`config.mk`:
```
export PLATFORM = sky130hd
export DESIGN_NAME = dct_sample_ram
export DESIGN_NICKNAME = d
export VERILOG_FILES = /design/src/dct_pkg.sv /design/src/dct_sample_ram.sv
export VERILOG_INCLUDE_DIRS = /design/src
export SDC_FILE = /design/constraint.sdc
export NUM_CORES = 1
export LEC_CHECK = 0
export BUFFER_PORTS_ARGS = -buffer_cell sky130_fd_sc_hd__buf_2
export CAP_MARGIN = 10
export CORE_MARGIN = 2
export CORE_UTILIZATION = 38
export DETAILED_ROUTE_END_ITERATION = 6
export GPL_TIMING_DRIVEN = 0
export SLEW_MARGIN = 20
export SYNTH_ARGS = -nofsm -noshare
export SYNTH_HDL_FRONTEND = slang
export SYNTH_SLANG_ARGS = --single-unit
export TNS_END_PERCENT = 100
```
`constraint.sdc`:
```
create_clock -name Clock -period 2.09 [get_ports Clock]
set_clock_uncertainty 0.05 [all_clocks]
set_input_delay 0.209 -clock Clock [delete_from_list [all_inputs] [get_ports Clock]]
set_output_delay 0.209 -clock Clock [all_outputs]
set_load 0.1 [all_outputs]
```
`src/dct_params.svh`:
```
`ifndef DCT_PARAMS_SVH
`define DCT_PARAMS_SVH

// datapath widths
`define DCT_DATA_W      16
`define DCT_ADDR_W      8
`define DCT_ACC_W       32      // products and running sums

// transform length
`define DCT_MAX_N       64
`define DCT_IDX_W       6
`define DCT_SIZE_W      7       // holds 0 .. 64

// cosine series
`define DCT_TERMS       5
`define DCT_PI_Q15      102943  // pi * 2**15, truncated

// register map
`define DCT_ADDR_START  0
`define DCT_ADDR_DATA   1
`define DCT_ADDR_SETQ   3

`define DCT_DEFAULT_M   5       // Q5.10 out of reset

`endif

```
`src/dct_pkg.sv`:
```
`default_nettype none

`include "dct_params.svh"

package dct_pkg;

    // fixed point word, Q(M).(15-M)
    typedef logic signed [`DCT_DATA_W-1:0] data_t;

    typedef logic [`DCT_IDX_W-1:0]  index_t;
    typedef logic [`DCT_SIZE_W-1:0] size_t;
    typedef logic [2:0]             qbits_t;    // integer bits M

    // folded angle, at most pi in the current format
    typedef logic [17:0] angle_t;

    typedef logic signed [`DCT_ACC_W-1:0] acc_t;

    typedef struct packed {
        index_t index;
        data_t  data;
    } sample_wr_t;

    typedef struct packed {
        index_t index;
        data_t  data;
    } result_wr_t;

    typedef struct packed {
        size_t  size;
        qbits_t int_bits;
    } dct_job_t;

    typedef enum logic [2:0] {
        IDLE,
        ANGLE,
        SERIES,
        ACCUM,
        POST
    } engine_state_e;

endpackage

`default_nettype wire

```
`src/dct_sample_ram.sv`:
```
`default_nettype none
`timescale 1ns/10ps

`include "dct_params.svh"

module dct_sample_ram (
    input  wire logic                Clock,
    input  wire logic                sample_wr,
    input  wire dct_pkg::sample_wr_t sample,
    input  wire dct_pkg::index_t     rd_index,
    output dct_pkg::data_t           rd_data
);
    import dct_pkg::*;

    data_t mem [`DCT_MAX_N];

    // host side loads one sample per strobe
    always_ff @(posedge Clock) begin
        if (sample_wr) begin
            mem[sample.index] <= sample.data;
        end
    end

    // engine side, registered read
    always_ff @(posedge Clock) begin
        rd_data <= mem[rd_index];
    end

endmodule

`default_nettype wire

```
; Yosys cells after proc, flatten, opt, wreduce, memory -nomap -nowiden
; Memory sizes are Yosys's and may differ from the RTL's. A register that Yosys moved wholly into a read port is not among the register bits.
; Index checks and enable logic that the tools add are counted.
[word_totals]
reg_bits = 0
ramBits = 1024
input_bits = 30
mem_count = 1
[classes]
muxes = 2
[memory_table]
columns = name, words, width, rd, rd_clocked_by_memory_dff, write_ports, line_no
row1 = mem, 64, 16, 1, 1, 1, dct_sample_ram.sv:15  ; data_t mem [`DCT_MAX_N];
[op_table]
columns = operator, count
row1 = $mux 1, 2

; Longest topological paths before layout
[logic_depth]
depth_word = 2
depth_mapped = 10

; Least setup slack after synthesis
; No wires, ideal clock.
[synth_path]
path_type = input port to flip-flop
from = in sample[19] (netlist bit)
to = mem mem[48][0] (netlist bit) (enable)
t_arrival_ps = 1835
path_slack_ps = -204
cell_stages = 4
path_buffers = 1
cell_sequence = clkbuf_1 -> nor2b_1 -> nand4b_1 -> nor3_1
[synth_rtl]
columns = item, line_no
row1 = start: declaration, dct_sample_ram.sv:9  ; input wire dct_pkg::sample_wr_t sample,
row2 = end: declaration, dct_sample_ram.sv:15
; No word-level cell before the write port.

; Worst setup path in the final report
[layout_path]
from = in sample[18] (netlist bit)
to = mem mem[20][14] (netlist bit) (enable)
; No word-level cell before the write port.

==> results.txt <==
status = finished with violations
failing checks = setup timing
gpl congestion = 0.8982
crit path kind = input pin to flop
area fraction in compound gates after synthesis = 2.409%
CP delay by family, top = simple AND/OR/NAND/NOR gates
Pins Over Slew Limit = 0
post-synth cell types = 43
post-synthesis mux area share = 15.52%
fraction of layout cells with a size suffix above 1 = 32.69%
main combinational cell family by area after synthesis = multiplexers
Starting Density = 38.15%
final instance area = 46,880 µm²
CTS Sinks = 1,040
Fmax = 468.3 MHz
Syn Inst Count = 1,829
IO Pins = 46
Main synth FF type = edfxtp_1
RR Startpoint = mem[23][12]
Static Leakage = 14.65 nW
GRT Util Overall = 19.02%
crit path max fanout = 11
r2r setup slk = 0.02 ns
Filler cells = 8,761
Max-slew headroom = 42.76%
max-cap viol count = 0
worst stage delay on the critical path = 0.58 ns
worst path bufs/invs = 2
DR iter-0 viols = 2,292
Ys Warns = 0
chip height = 328.6 µm
Area Overhead vs Synth = 17.06%
Hold Crit Class = input pin to flop
first-pass GRT wire length = 145.0 mm
Num CTS Buffers = 103
Synth Area in Simple Gates = 2.647%
vias = 19.63k
Placed Cells = 3,322
most frequent cells in the layout = edfxtp_1, mux4_2, clkbuf_16
Critical Path AT = 2.44 ns
reg2reg path depth = 5
fraction of the mapped netlist area in adder cells = 0%
most common cell after layout, fill and taps aside = edfxtp_1
Core Footprint = 105,000 µm²
flops & latches, synth = 1,040
routed wirelength normalized by instance count = 29.18 µm
Worst EP required = 2.40 ns
Critical Path End = mem[20][14]
Area contributors post-synth = edfxtp_1, mux4_2, mux2i_1
vias in the first global route = 19.78k
minimum clock period = 2.136 ns
final setup vio count = 23
worst slew pin tran = 0.8587 ns
CP startpoint = sample[18]
critical path launch point type = input pin
Root Buffer = clkbuf_16
Bufs on Longest Clock Path = 3
fin crit share = 102.2%
Worst-Skew Late Latency = 0.67 ns
placed inst area = 43,030 µm²
EDFF count, synth = 1,024
remaining antenna violation count = 0
average cell area after synthesis = 21.89 µm²
maximum VDD drop = 0.8081 mV
Post-Syn Area = 40,040 µm²
CTS tree = done
Yosys top cell area share = 76.79%
H-tree depth = 3
pin count of the biggest net entering global routing = 65
Post-Synthesis Net Count = 1,859
Seq/Total Area, Yosys = 77.59%
CP Depth = 5
final hold vios = 0
Worst-path clk slew = 0.06 ns
HPWL Detailed = 67.24 mm
drc violations = 0
Final Power = 44.82 mW
overall overflow remaining after global route = 0
drt pass-1 iters = 6
via/cell ratio = 5.582
Worst R2R End = rd_data[12]
asr flop ratio synth = 0%
Routed WL = 102.6 mm
cell row count = 119
XOR/XNOR share of the synthesized area = 0%
Die W = 328.6 µm
area leader, netlist = edfxtp_1
PD cells = 956.1 nW/µm²
RSZ-0062 raised after global routing = yes
initial antenna violation count = 6
Slowest-stage cell, CP = nor2_2
final net count = 2,067
die area = 108,000 µm²
Fin Hold WS = 0.07301 ns
count of buffers from port buffering = 38
Worst setup EP type = flop
post-route insts no fill = 3,516
Final WS setup = -0.04558 ns
worst path cell trace = clkbuf_1 > nor2b_1 > nand2_1 > nor2_2 > buf_8
-- report_power, final --
part / leakage (nW) / internal [mW] / total [mW] / switching [mW]
combinational: 3.63 / 0.858 / 2.76 / 1.90
sequential: 9.35 / 23.1 / 23.1 / 0.0431
clock: 1.67 / 11.1 / 18.9 / 7.78
-- cell families after synthesis --
logic type	after synthesis
flip-flops	1040
AND/OR/NAND/NOR	220
buffers and inverters	104
multiplexers	336
AO/OA/AOI/OAI	129
-- registers in the layout, indices dropped and copies added (netlist names) --
signal / cells
rd_data: 16
mem: 1024
-- per-layer routing --
| metal | GRT usage (%) | part of all wire, % | vias up |
|---|---|---|---|
| li1 | - | - | 8117 |
| met1 | 26.29 | 41 | 10494 |
| met2 | 30.01 | 48 | 827 |
| met3 | 3.660 | 7.3 | 184 |
| met4 | 7.177 | 3.4 | 4 |
| met5 | 0 | 0.026 | - |
-- final cells by class --
class | instances | area [µm²] | area share, %
Clock inverter | 66 | 705.7 | 1.505
Tap cell | 1391 | 1740 | 3.713
Clock buffer | 125 | 2766 | 5.902
Multi-Input combinational cell | 685 | 8733 | 18.63
Timing Repair Buffer | 104 | 1097 | 2.341
Sequential cell | 1040 | 31070 | 66.28
Antenna cell | 2 | 5.005 | 0.01068
Buffer | 103 | 757.0 | 1.615
-- worst min path at each step --
stage                      from          end  slack, ns  depth (start not counted)
floorplan             sample[0]    mem[0][0]       0.26                          0
global placement    rd_data[14]  rd_data[14]       0.71                          1
detailed placement   rd_data[9]   rd_data[9]       0.71                          1
CTS                   sample[0]   mem[34][0]       0.09                          1
global route          sample[3]   mem[56][3]        0.1                          1
finish                sample[3]   mem[57][3]       0.07                          1
-- through the flow --
| step | setup TNS, ns | setup slack, ns | util [%] |
|---|---|---|---|
| 4_1_cts | -0.02935 | -0.02748 | 44.55 |
| 5_1_grt | -0.4935 | -0.03249 | 44.65 |
| 6_report | -0.6757 | -0.04558 | 44.66 |
| 2_1_floorplan | -15.79 | -0.1268 | - |
| 3_5_place_dp | -551.68 | -1.195 | 41.00 |
| 3_3_place_gp | -1158.15 | -1.506 | 40.00 |
-- cells in the mapped netlist, types with 2 or more instances --
library cell,count
nand2_1,59
nor2_2,2
mux2i_1,85
a211o_1,8
o21ai_1,3
buf_12,5
buf_4,13
o21ai_0,5
edfxtp_1,1024
a22oi_1,39
a311oi_1,8
nor2b_1,30
a21oi_1,17
buf_2,36
dfxtp_1,16
nand4_1,12
nor2_1,72
a221oi_1,16
a211oi_1,8
nand2b_1,3
and2_1,2
a22o_1,6
and4_1,5
buf_6,17
mux4_1,4
clkbuf_1,24
nor3_1,2
nand3_1,24
nand3b_1,2
clkbuf_2,2
a41oi_1,5
a221o_1,6
nor4_2,3
buf_8,3
a31oi_1,8
mux2_2,27
mux4_2,220
buf_1,3
-- timing repair --
action	4_1_cts	5_1_grt
hold buffers	0	0
setup endpoints to repair	321	97
buffers inserted	2	0
resized for setup	47	25
pin swaps	1	7
No activity file was read; power rests on OpenSTA's default activity.
