File: src/dct_params.svh
`ifndef DCT_PARAMS_SVH
`define DCT_PARAMS_SVH

// datapath widths
`define DCT_DATA_W      16
`define DCT_ADDR_W      8
`define DCT_ACC_W       32      // products and running sums

// transform length
`define DCT_MAX_N       64
`define DCT_IDX_W       6
`define DCT_SIZE_W      7       // holds 0 .. 64

// cosine series
`define DCT_TERMS       5
`define DCT_PI_Q15      102943  // pi * 2**15, truncated

// register map
`define DCT_ADDR_START  0
`define DCT_ADDR_DATA   1
`define DCT_ADDR_SETQ   3

`define DCT_DEFAULT_M   5       // Q5.10 out of reset

`endif

File: src/dct_pkg.sv
`default_nettype none

`include "dct_params.svh"

package dct_pkg;

    // fixed point word, Q(M).(15-M)
    typedef logic signed [`DCT_DATA_W-1:0] data_t;

    typedef logic [`DCT_IDX_W-1:0]  index_t;
    typedef logic [`DCT_SIZE_W-1:0] size_t;
    typedef logic [2:0]             qbits_t;    // integer bits M

    // folded angle, at most pi in the current format
    typedef logic [17:0] angle_t;

    typedef logic signed [`DCT_ACC_W-1:0] acc_t;

    typedef struct packed {
        index_t index;
        data_t  data;
    } sample_wr_t;

    typedef struct packed {
        index_t index;
        data_t  data;
    } result_wr_t;

    typedef struct packed {
        size_t  size;
        qbits_t int_bits;
    } dct_job_t;

    typedef enum logic [2:0] {
        IDLE,
        ANGLE,
        SERIES,
        ACCUM,
        POST
    } engine_state_e;

endpackage

`default_nettype wire

File: src/dct_host_port.sv
`default_nettype none
`timescale 1ns/10ps

`include "dct_params.svh"

module dct_host_port (
    input  wire logic                   Clock,
    input  wire logic                   Reset,
    input  wire logic [`DCT_ADDR_W-1:0] address,
    input  wire logic                   read,
    input  wire logic                   write,
    input  wire dct_pkg::data_t         writedata,
    input  wire logic                   job_done,
    input  wire logic                   result_wr,
    input  wire dct_pkg::result_wr_t    result,
    output dct_pkg::data_t              readdata,
    output logic                        ready,
    output logic                        sample_wr,
    output dct_pkg::sample_wr_t         sample,
    output logic                        job_start,
    output logic                        job_abort,
    output dct_pkg::dct_job_t           job
);
    import dct_pkg::*;

    localparam logic [`DCT_ADDR_W-1:0] ADDR_START = `DCT_ADDR_START;
    localparam logic [`DCT_ADDR_W-1:0] ADDR_DATA  = `DCT_ADDR_DATA;
    localparam logic [`DCT_ADDR_W-1:0] ADDR_SETQ  = `DCT_ADDR_SETQ;

    data_t                 result_mem [`DCT_MAX_N];
    logic [`DCT_MAX_N-1:0] valid;       // one flag per coefficient
    qbits_t                m_q;         // pending M, used at next START
    size_t                 load_cnt;
    logic                  busy;        // engine owns the results

    logic   wr_start;
    logic   wr_data;
    logic   wr_setq;
    logic   load_ok;
    logic   in_range;
    size_t  new_size;
    index_t rd_idx;

    assign wr_start = write && (address == ADDR_START);
    assign wr_data  = write && (address == ADDR_DATA);
    assign wr_setq  = write && (address == ADDR_SETQ);

    // lengths past the buffer are clamped
    assign new_size = ($unsigned(writedata) > `DCT_MAX_N) ? size_t'(`DCT_MAX_N)
                                                          : writedata[`DCT_SIZE_W-1:0];

    assign load_ok = wr_data && (load_cnt < job.size);

    always_ff @(posedge Clock or posedge Reset) begin
        if (Reset) begin
            job       <= '{size: '0, int_bits: qbits_t'(`DCT_DEFAULT_M)};
            m_q       <= qbits_t'(`DCT_DEFAULT_M);
            load_cnt  <= '0;
            valid     <= '0;
            busy      <= 1'b0;
            sample_wr <= 1'b0;
            job_start <= 1'b0;
            job_abort <= 1'b0;
        end else begin
            sample_wr <= load_ok;
            job_start <= load_ok && (load_cnt == job.size - size_t'(1)); // last sample
            job_abort <= wr_start;
            if (wr_setq) begin
                m_q <= writedata[2:0];
            end
            if (wr_start) begin
                job.size     <= new_size;
                job.int_bits <= m_q;
                load_cnt     <= '0;
                valid        <= '0;
                busy         <= 1'b0;
            end else begin
                if (load_ok) begin
                    load_cnt <= load_cnt + size_t'(1);
                end
                if (job_start) begin
                    busy <= 1'b1;
                end else if (job_done) begin
                    busy <= 1'b0;
                end
                if (result_wr && busy) begin
                    valid[result.index] <= 1'b1;
                end
            end
        end
    end

    // write payloads
    always_ff @(posedge Clock) begin
        sample <= '{index: load_cnt[`DCT_IDX_W-1:0], data: writedata};
        if (result_wr && busy) begin
            result_mem[result.index] <= result.data;
        end
    end

    // read-back, no cycles, stall only on a pending coefficient
    assign in_range = ({1'b0, job.size} > address);
    assign rd_idx   = address[`DCT_IDX_W-1:0];
    assign readdata = (read && in_range) ? result_mem[rd_idx] : '0;
    assign ready    = !read || !in_range || valid[rd_idx];

endmodule

`default_nettype wire

File: config.mk
export PLATFORM = sky130hd
export DESIGN_NAME = dct_host_port
export DESIGN_NICKNAME = d
export VERILOG_FILES = /design/src/dct_pkg.sv /design/src/dct_host_port.sv
export VERILOG_INCLUDE_DIRS = /design/src
export SDC_FILE = /design/constraint.sdc
export NUM_CORES = 1
export LEC_CHECK = 0
export CAP_MARGIN = 20
export CORE_MARGIN = 10
export CORE_UTILIZATION = 48
export CTS_CLUSTER_SIZE = 40
export DETAILED_ROUTE_END_ITERATION = 7
export DONT_BUFFER_PORTS = 1
export PLACE_DENSITY = 0.69
export SKIP_CTS_REPAIR_TIMING = 1
export SLEW_MARGIN = 20
export SYNTH_ARGS = -nofsm -noshare
export SYNTH_HDL_FRONTEND = slang
export SYNTH_SLANG_ARGS = --single-unit
export TNS_END_PERCENT = 30
File: constraint.sdc
create_clock -name Clock -period 3.3 [get_ports Clock]
set_clock_uncertainty 0.05 [all_clocks]
set_input_delay 0.165 -clock Clock [delete_from_list [all_inputs] [get_ports Clock]]
set_output_delay 0.165 -clock Clock [all_outputs]
set_load 0.02 [all_outputs]
# [Yosys cells after proc, flatten, opt, wreduce, memory -nomap -nowiden]
# Memory sizes are Yosys's and may differ from the RTL's.
# Index checks and enable logic that the tools add are counted.
# Widths: inputs -> output; s select.
[word_totals] ff_bits=110 mem_bits_rw=1024 inputBits=52 wordCells=55 n_memories=1
[classes] add_sub_neg=2 order_cmp=6 n_eq_ne=3 n_mux=15 n_bitwise=1 n_reduce_logical=16
[mem_list] name="result_mem" words=64 width=16 rd=1 rd_ports_with_merged_regs=0 write_ports=1 line="dct_host_port.sv:30" rtl="data_t result_mem [`DCT_MAX_N];"
[ops] cell="$mux 64" n=2
[ops] cell="$or 64x64->64" n=1
[ops] cell="$mux 7" n=3
[ops] cell="$gt 16x7->1 const B" n=1
[ops] cell="$mux 16" n=1
[ops] cell="$lt 6x7->1 const B" n=2
[ops] cell="$eq 8x1->1 const B" n=1
[ops] cell="$eq 8x2->1 const B" n=1
[ops] cell="$gt 7x8->1" n=1
[ops] cell="$logic_and 1x1->1" n=8
[ops] cell="$logic_not 8->1" n=1
[ops] cell="$add 7x1->7 const B" n=1
[ops] cell="$eq 7x7->1" n=1
[ops] cell="$lt 7x7->1" n=1
[ops] cell="$mux 1" n=7
[ops] cell="$sub 7x1->7 const B" n=1
[ops] cell="$bmux 1 s6" n=1
[ops] cell="$demux 1 s6" n=1
[ops] cell="$ge 6x1->1 const B" n=1
[ops] cell="$reduce_bool 2->1" n=2
[ops] cell="$reduce_bool 3->1" n=1
[ops] cell="$logic_not 1->1" n=2
[ops] cell="$logic_or 1x1->1" n=2

# [Longest topological paths before layout]
[logic_depth] ltp_word=7 mapped_depth=11 ltp_nobuf=8

# [Worst setup path after synthesis]
# No wires, ideal clock.
[synth_timing] path_kind="input to output" start="input port address[5]" end="output port readdata[15]" t_arrival_ns=2.771 required_time_ns=3.085 setup_slack_ns=0.314 path_stages=10 n_path_buf=4 cell_sequence="clkbuf_1 > clkinv_1 > clkbuf_1 > buf_1 > ha_1 > and4_1 > a211oi_1 > o41ai_1 > clkbuf_1 > a311oi_1"
[synth_between] elab_chain_len=3 elab_cells_between_ends=4 classes_between="1 x order compare; 1 x mux; 1 x reduce/logical; 1 x memory"
[synth_rtl] element="from (decl)" line="dct_host_port.sv:9" rtl="input wire logic [`DCT_ADDR_W-1:0] address,"
[synth_rtl] element="branches (longest 2 deep; another with $mem_v2 64x16)"
[synth_rtl] element="$mux 16 (*)" line="dct_host_port.sv:104" rtl="assign readdata = (read && in_range) ? result_mem[rd_idx] : '0;"
[synth_rtl] element="to (decl)" line="dct_host_port.sv:16" rtl="output dct_pkg::data_t readdata,"
# Every way passes the cells marked *.

# [Worst setup path after layout]
[layout_timing] start="register job[7] (netlist name)" end="output port readdata[13]"
[layout_between] elab_chain_len=3
[layout_rtl] element="from (decl)" line="dct_host_port.sv:22" rtl="output dct_pkg::dct_job_t job"
[layout_rtl] element="from (signal assigned)" line="dct_host_port.sv:56" rtl="job <= '{size: '0, int_bits: qbits_t'(`DCT_DEFAULT_M)};"
[layout_rtl] element="$gt 7x8->1" line="dct_host_port.sv:102" rtl="assign in_range = ({1'b0, job.size} > address);"
[layout_rtl] element="$logic_and 1x1->1" line="dct_host_port.sv:104"
[layout_rtl] element="$mux 16" line="dct_host_port.sv:104"
# No other way between the ends.

==> impl_metrics.tcl <==
set metrics [dict create \
    status "complete, but fails checks" \
    violations "setup timing" \
    grt_max_degree 278 \
    numPortBuffers 0 \
    final_cell_mix "1024 x edfxtp_1, 312 x mux4_2, 132 x nand2_1" \
    synth_cell_types 59 \
    power_switching_share_pct 20.3 \
    yosys_warnings 0 \
    drt-initial-drc-count 2942 \
    critPathSlowestCell "dfrtp_2" \
    synth-xor-area-share_pct 0.179 \
    dieWidth_um 323 \
    clockPowerShare_pct 41.9 \
    cts_buffers 110 \
    synth_edf_count 1024 \
    p_int_mw 23.2 \
    htreeDepth 3 \
    avgSynthCellArea_um2 21.2 \
    clock_latency_ns 0.67 \
    synth_top_cell_area_share_pct 69.9 \
    wl_per_cell_um 29.7 \
    ys_seq_elements 1134 \
    synth-adder-area-share_pct 0.455 \
    p_comb_share_pct 4.1 \
    viasPerCell 6.21 \
    synthSimpleGateAreaFrac_pct 2.98 \
    ys_seq_area_share_pct 75.9 \
    synth_compound_gate_area_share_pct 2.59 \
    dp_hpwl_um 56200 \
    vias 21800 \
    syn_to_final_growth_pct 14.3 \
    cap_violations 0 \
    placed_cells 3243 \
    die_area_mm2 0.104 \
    cts_sinks 1134 \
    drtPass1Iterations 6 \
    drc 0 \
    vdd_drop_max_uv 419 \
    final_common_cell "edfxtp_1" \
    synth_cells 2076 \
    path_cells "ha_4 -> a21oi_1 -> a21boi_0 -> o41a_1 -> o2111ai_1 -> a31oi_1 -> buf_4 -> buf_4" \
    wirelength_um 104000 \
    cp-start-kind "register" \
    hold_viol_final 0 \
    overflow 0 \
    synth_top_family_by_area "multiplexers" \
    required_ns 3.08 \
    min_period_ns 3.32 \
    power.density_mw_per_mm2 579 \
    tightest_slew_ns 1.01 \
    post-place-ws_ns 0.419 \
    grt_pass1_vias 22300 \
    die_y_um 323 \
    max_freq_mhz 301 \
    ant_nets 0 \
    gp_congestion 0.895 \
    finalMaxSlewViolations 0 \
    slew-limit-headroom_pct 32.8 \
    fin_nets 2305 \
    ys.flop_type "edfxtp_1" \
    final.setup.worst_slack_ns -0.0231 \
    clk_path_buf_depth 3 \
    netSwitchingPower_mw 5.90 \
    synth_area_mm2 0.0440 \
    antenna_found_initial 6 \
    tritoncts "done" \
    synthMuxAreaShare_pct 16.4 \
    finalCritPeriodShare_pct 101 \
    whs_ns 0.0332 \
    crit_type "register to output port" \
    path_common_cell "buf_4" \
    rows 110 \
    cp.arrival_ns 3.11 \
    p_seq_share_pct 54.0 \
    start_util_pct 48.6 \
    synthTopCellsByArea "edfxtp_1 70%, mux4_2 16%, dfrtp_1 4.8%, nand2_1 1.1%, o21a_1 1.1%" \
    core_region_area_mm2 0.0904 \
    root_buffer "clkbuf_16" \
    track_usage_pct 20.0 \
    instances_no_fill 3508 \
    grt_pass1_wl_um 153000 \
    final-setup-viol-count 1 \
    async_flop_share_pct 7.76 \
    post-route-util_pct 55.6 \
    crit_fanout 5 \
    syn_nets 2144 \
    clk_pin_slew_ns 0.07 \
    leakage_nw 16.4 \
    pin_count 104 \
    yosys.area.top_type "edfxtp_1" \
    critPathCaptureType "output port" \
    drive_gt1_share_pct 28.2 \
    max_stage_delay_ns 0.51 \
    hold_class "input port to register" \
]
## cell type report
class,instances,area (um2)
diodes,2,5.00
clock buffers,141,3010
clock inverters,64,510
fillers,6508,40100
inverters,18,72.6
multi-input cells,814,10200
flip-flops and latches,1134,33400
well taps,1176,1470
repair buffers,159,1640
## power by group through the flow
stage | Sequential [mW] | Combinational (mW) | Clock, mW
2_1_floorplan | 16.0 | 0.772 | 0
5_1_grt | 15.7 | 1.26 | 13.0
6_report | 15.7 | 1.20 | 12.2
3_3_place_gp | 16.0 | 0.830 | 0
3_5_place_dp | 16.0 | 0.838 | 0
4_1_cts | 15.7 | 0.842 | 12.4
## final timing paths
| kind | from | to | slack [ns] | depth (start not counted) |
|---|---|---|---|---|
| min reg2reg | m_q[2]$_DFFE_PP1P_ | job[2]$_DFFE_PP1P_ | 0.41 | 2 |
| min in group asynchronous | Reset | valid[22]$_DFFE_PP0P_ | 0.11 | 2 |
| min | address[0] | sample_wr$_DFF_PP0_ | 0.03 | 3 |
| max | job[7]$_DFFE_PP0P_ | readdata[13] | -0.02 | 8 |
| max reg2reg | job[4]$_DFFE_PP0P_ | load_cnt[3]$_DFFE_PP0P_ | 0.62 | 8 |
| max in group asynchronous | Reset | valid[44]$_DFFE_PP0P_ | 2.13 | 3 |
## synth_stat cells, types with 5 or more instances
library cell,number
nand2_1,133
xnor2_1,5
buf_1,18
a32o_1,6
nand3_1,19
o21ai_0,14
inv_1,16
clkbuf_1,42
mux4_2,312
edfxtp_1,1024
mux2i_1,16
buf_2,26
and3_1,13
o21a_1,66
ha_1,16
buf_6,6
or4_1,6
o31ai_1,6
a31oi_1,10
nor2_1,81
a21oi_1,18
nor4_1,5
dfrtp_1,84
buf_4,18
nor2b_1,5
nor3_1,16
o22ai_1,10
dfxtp_1,22
## kinds of logic after synthesis
logic type,Yosys count
adder cells (fa/ha/maj),16
buffers and inverters,128
flip-flops,1134
XOR/XNOR,9
AND/OR/NAND/NOR,297
AO/OA/AOI/OAI,160
multiplexers,332
## per-layer routing
layer | global-route usage, % | routed length, um
met1 | 26.7 | 40900
met5 | 0 | 31
met3 | 6.25 | 9990
met2 | 31.9 | 50800
met4 | 5.24 | 2610
## worst max-delay path, delay by kind of cell (launching register included)
kind | cells | cell delay [ns]
fa+ha+maj | 1 | 0.31
flops | 1 | 0.51
compound gates | 5 | 1.28
buf+inv | 2 | 0.32
## through the flow
step	power (mW)	area, um2	setup TNS [ns]
final	29.1	50300	-0.0231
after detailed placement	16.9	45800	0
after global placement	16.8	45800	0
after global routing	29.9	50300	-0.0919
after floorplan	16.8	44000	0
after CTS	28.9	49300	-1.23
## sequential cells by signal (all words and copies together), names as in the netlist
| signal | cells |
|---|---|
| result_mem | 1024 |
| valid | 64 |
| sample | 22 |
| job | 10 |
| load_cnt | 7 |
| m_q | 3 |
| busy | 1 |
| job_abort | 1 |
| job_start | 1 |
| sample_wr | 1 |
Note: power is estimated with default switching activity, not from simulation.
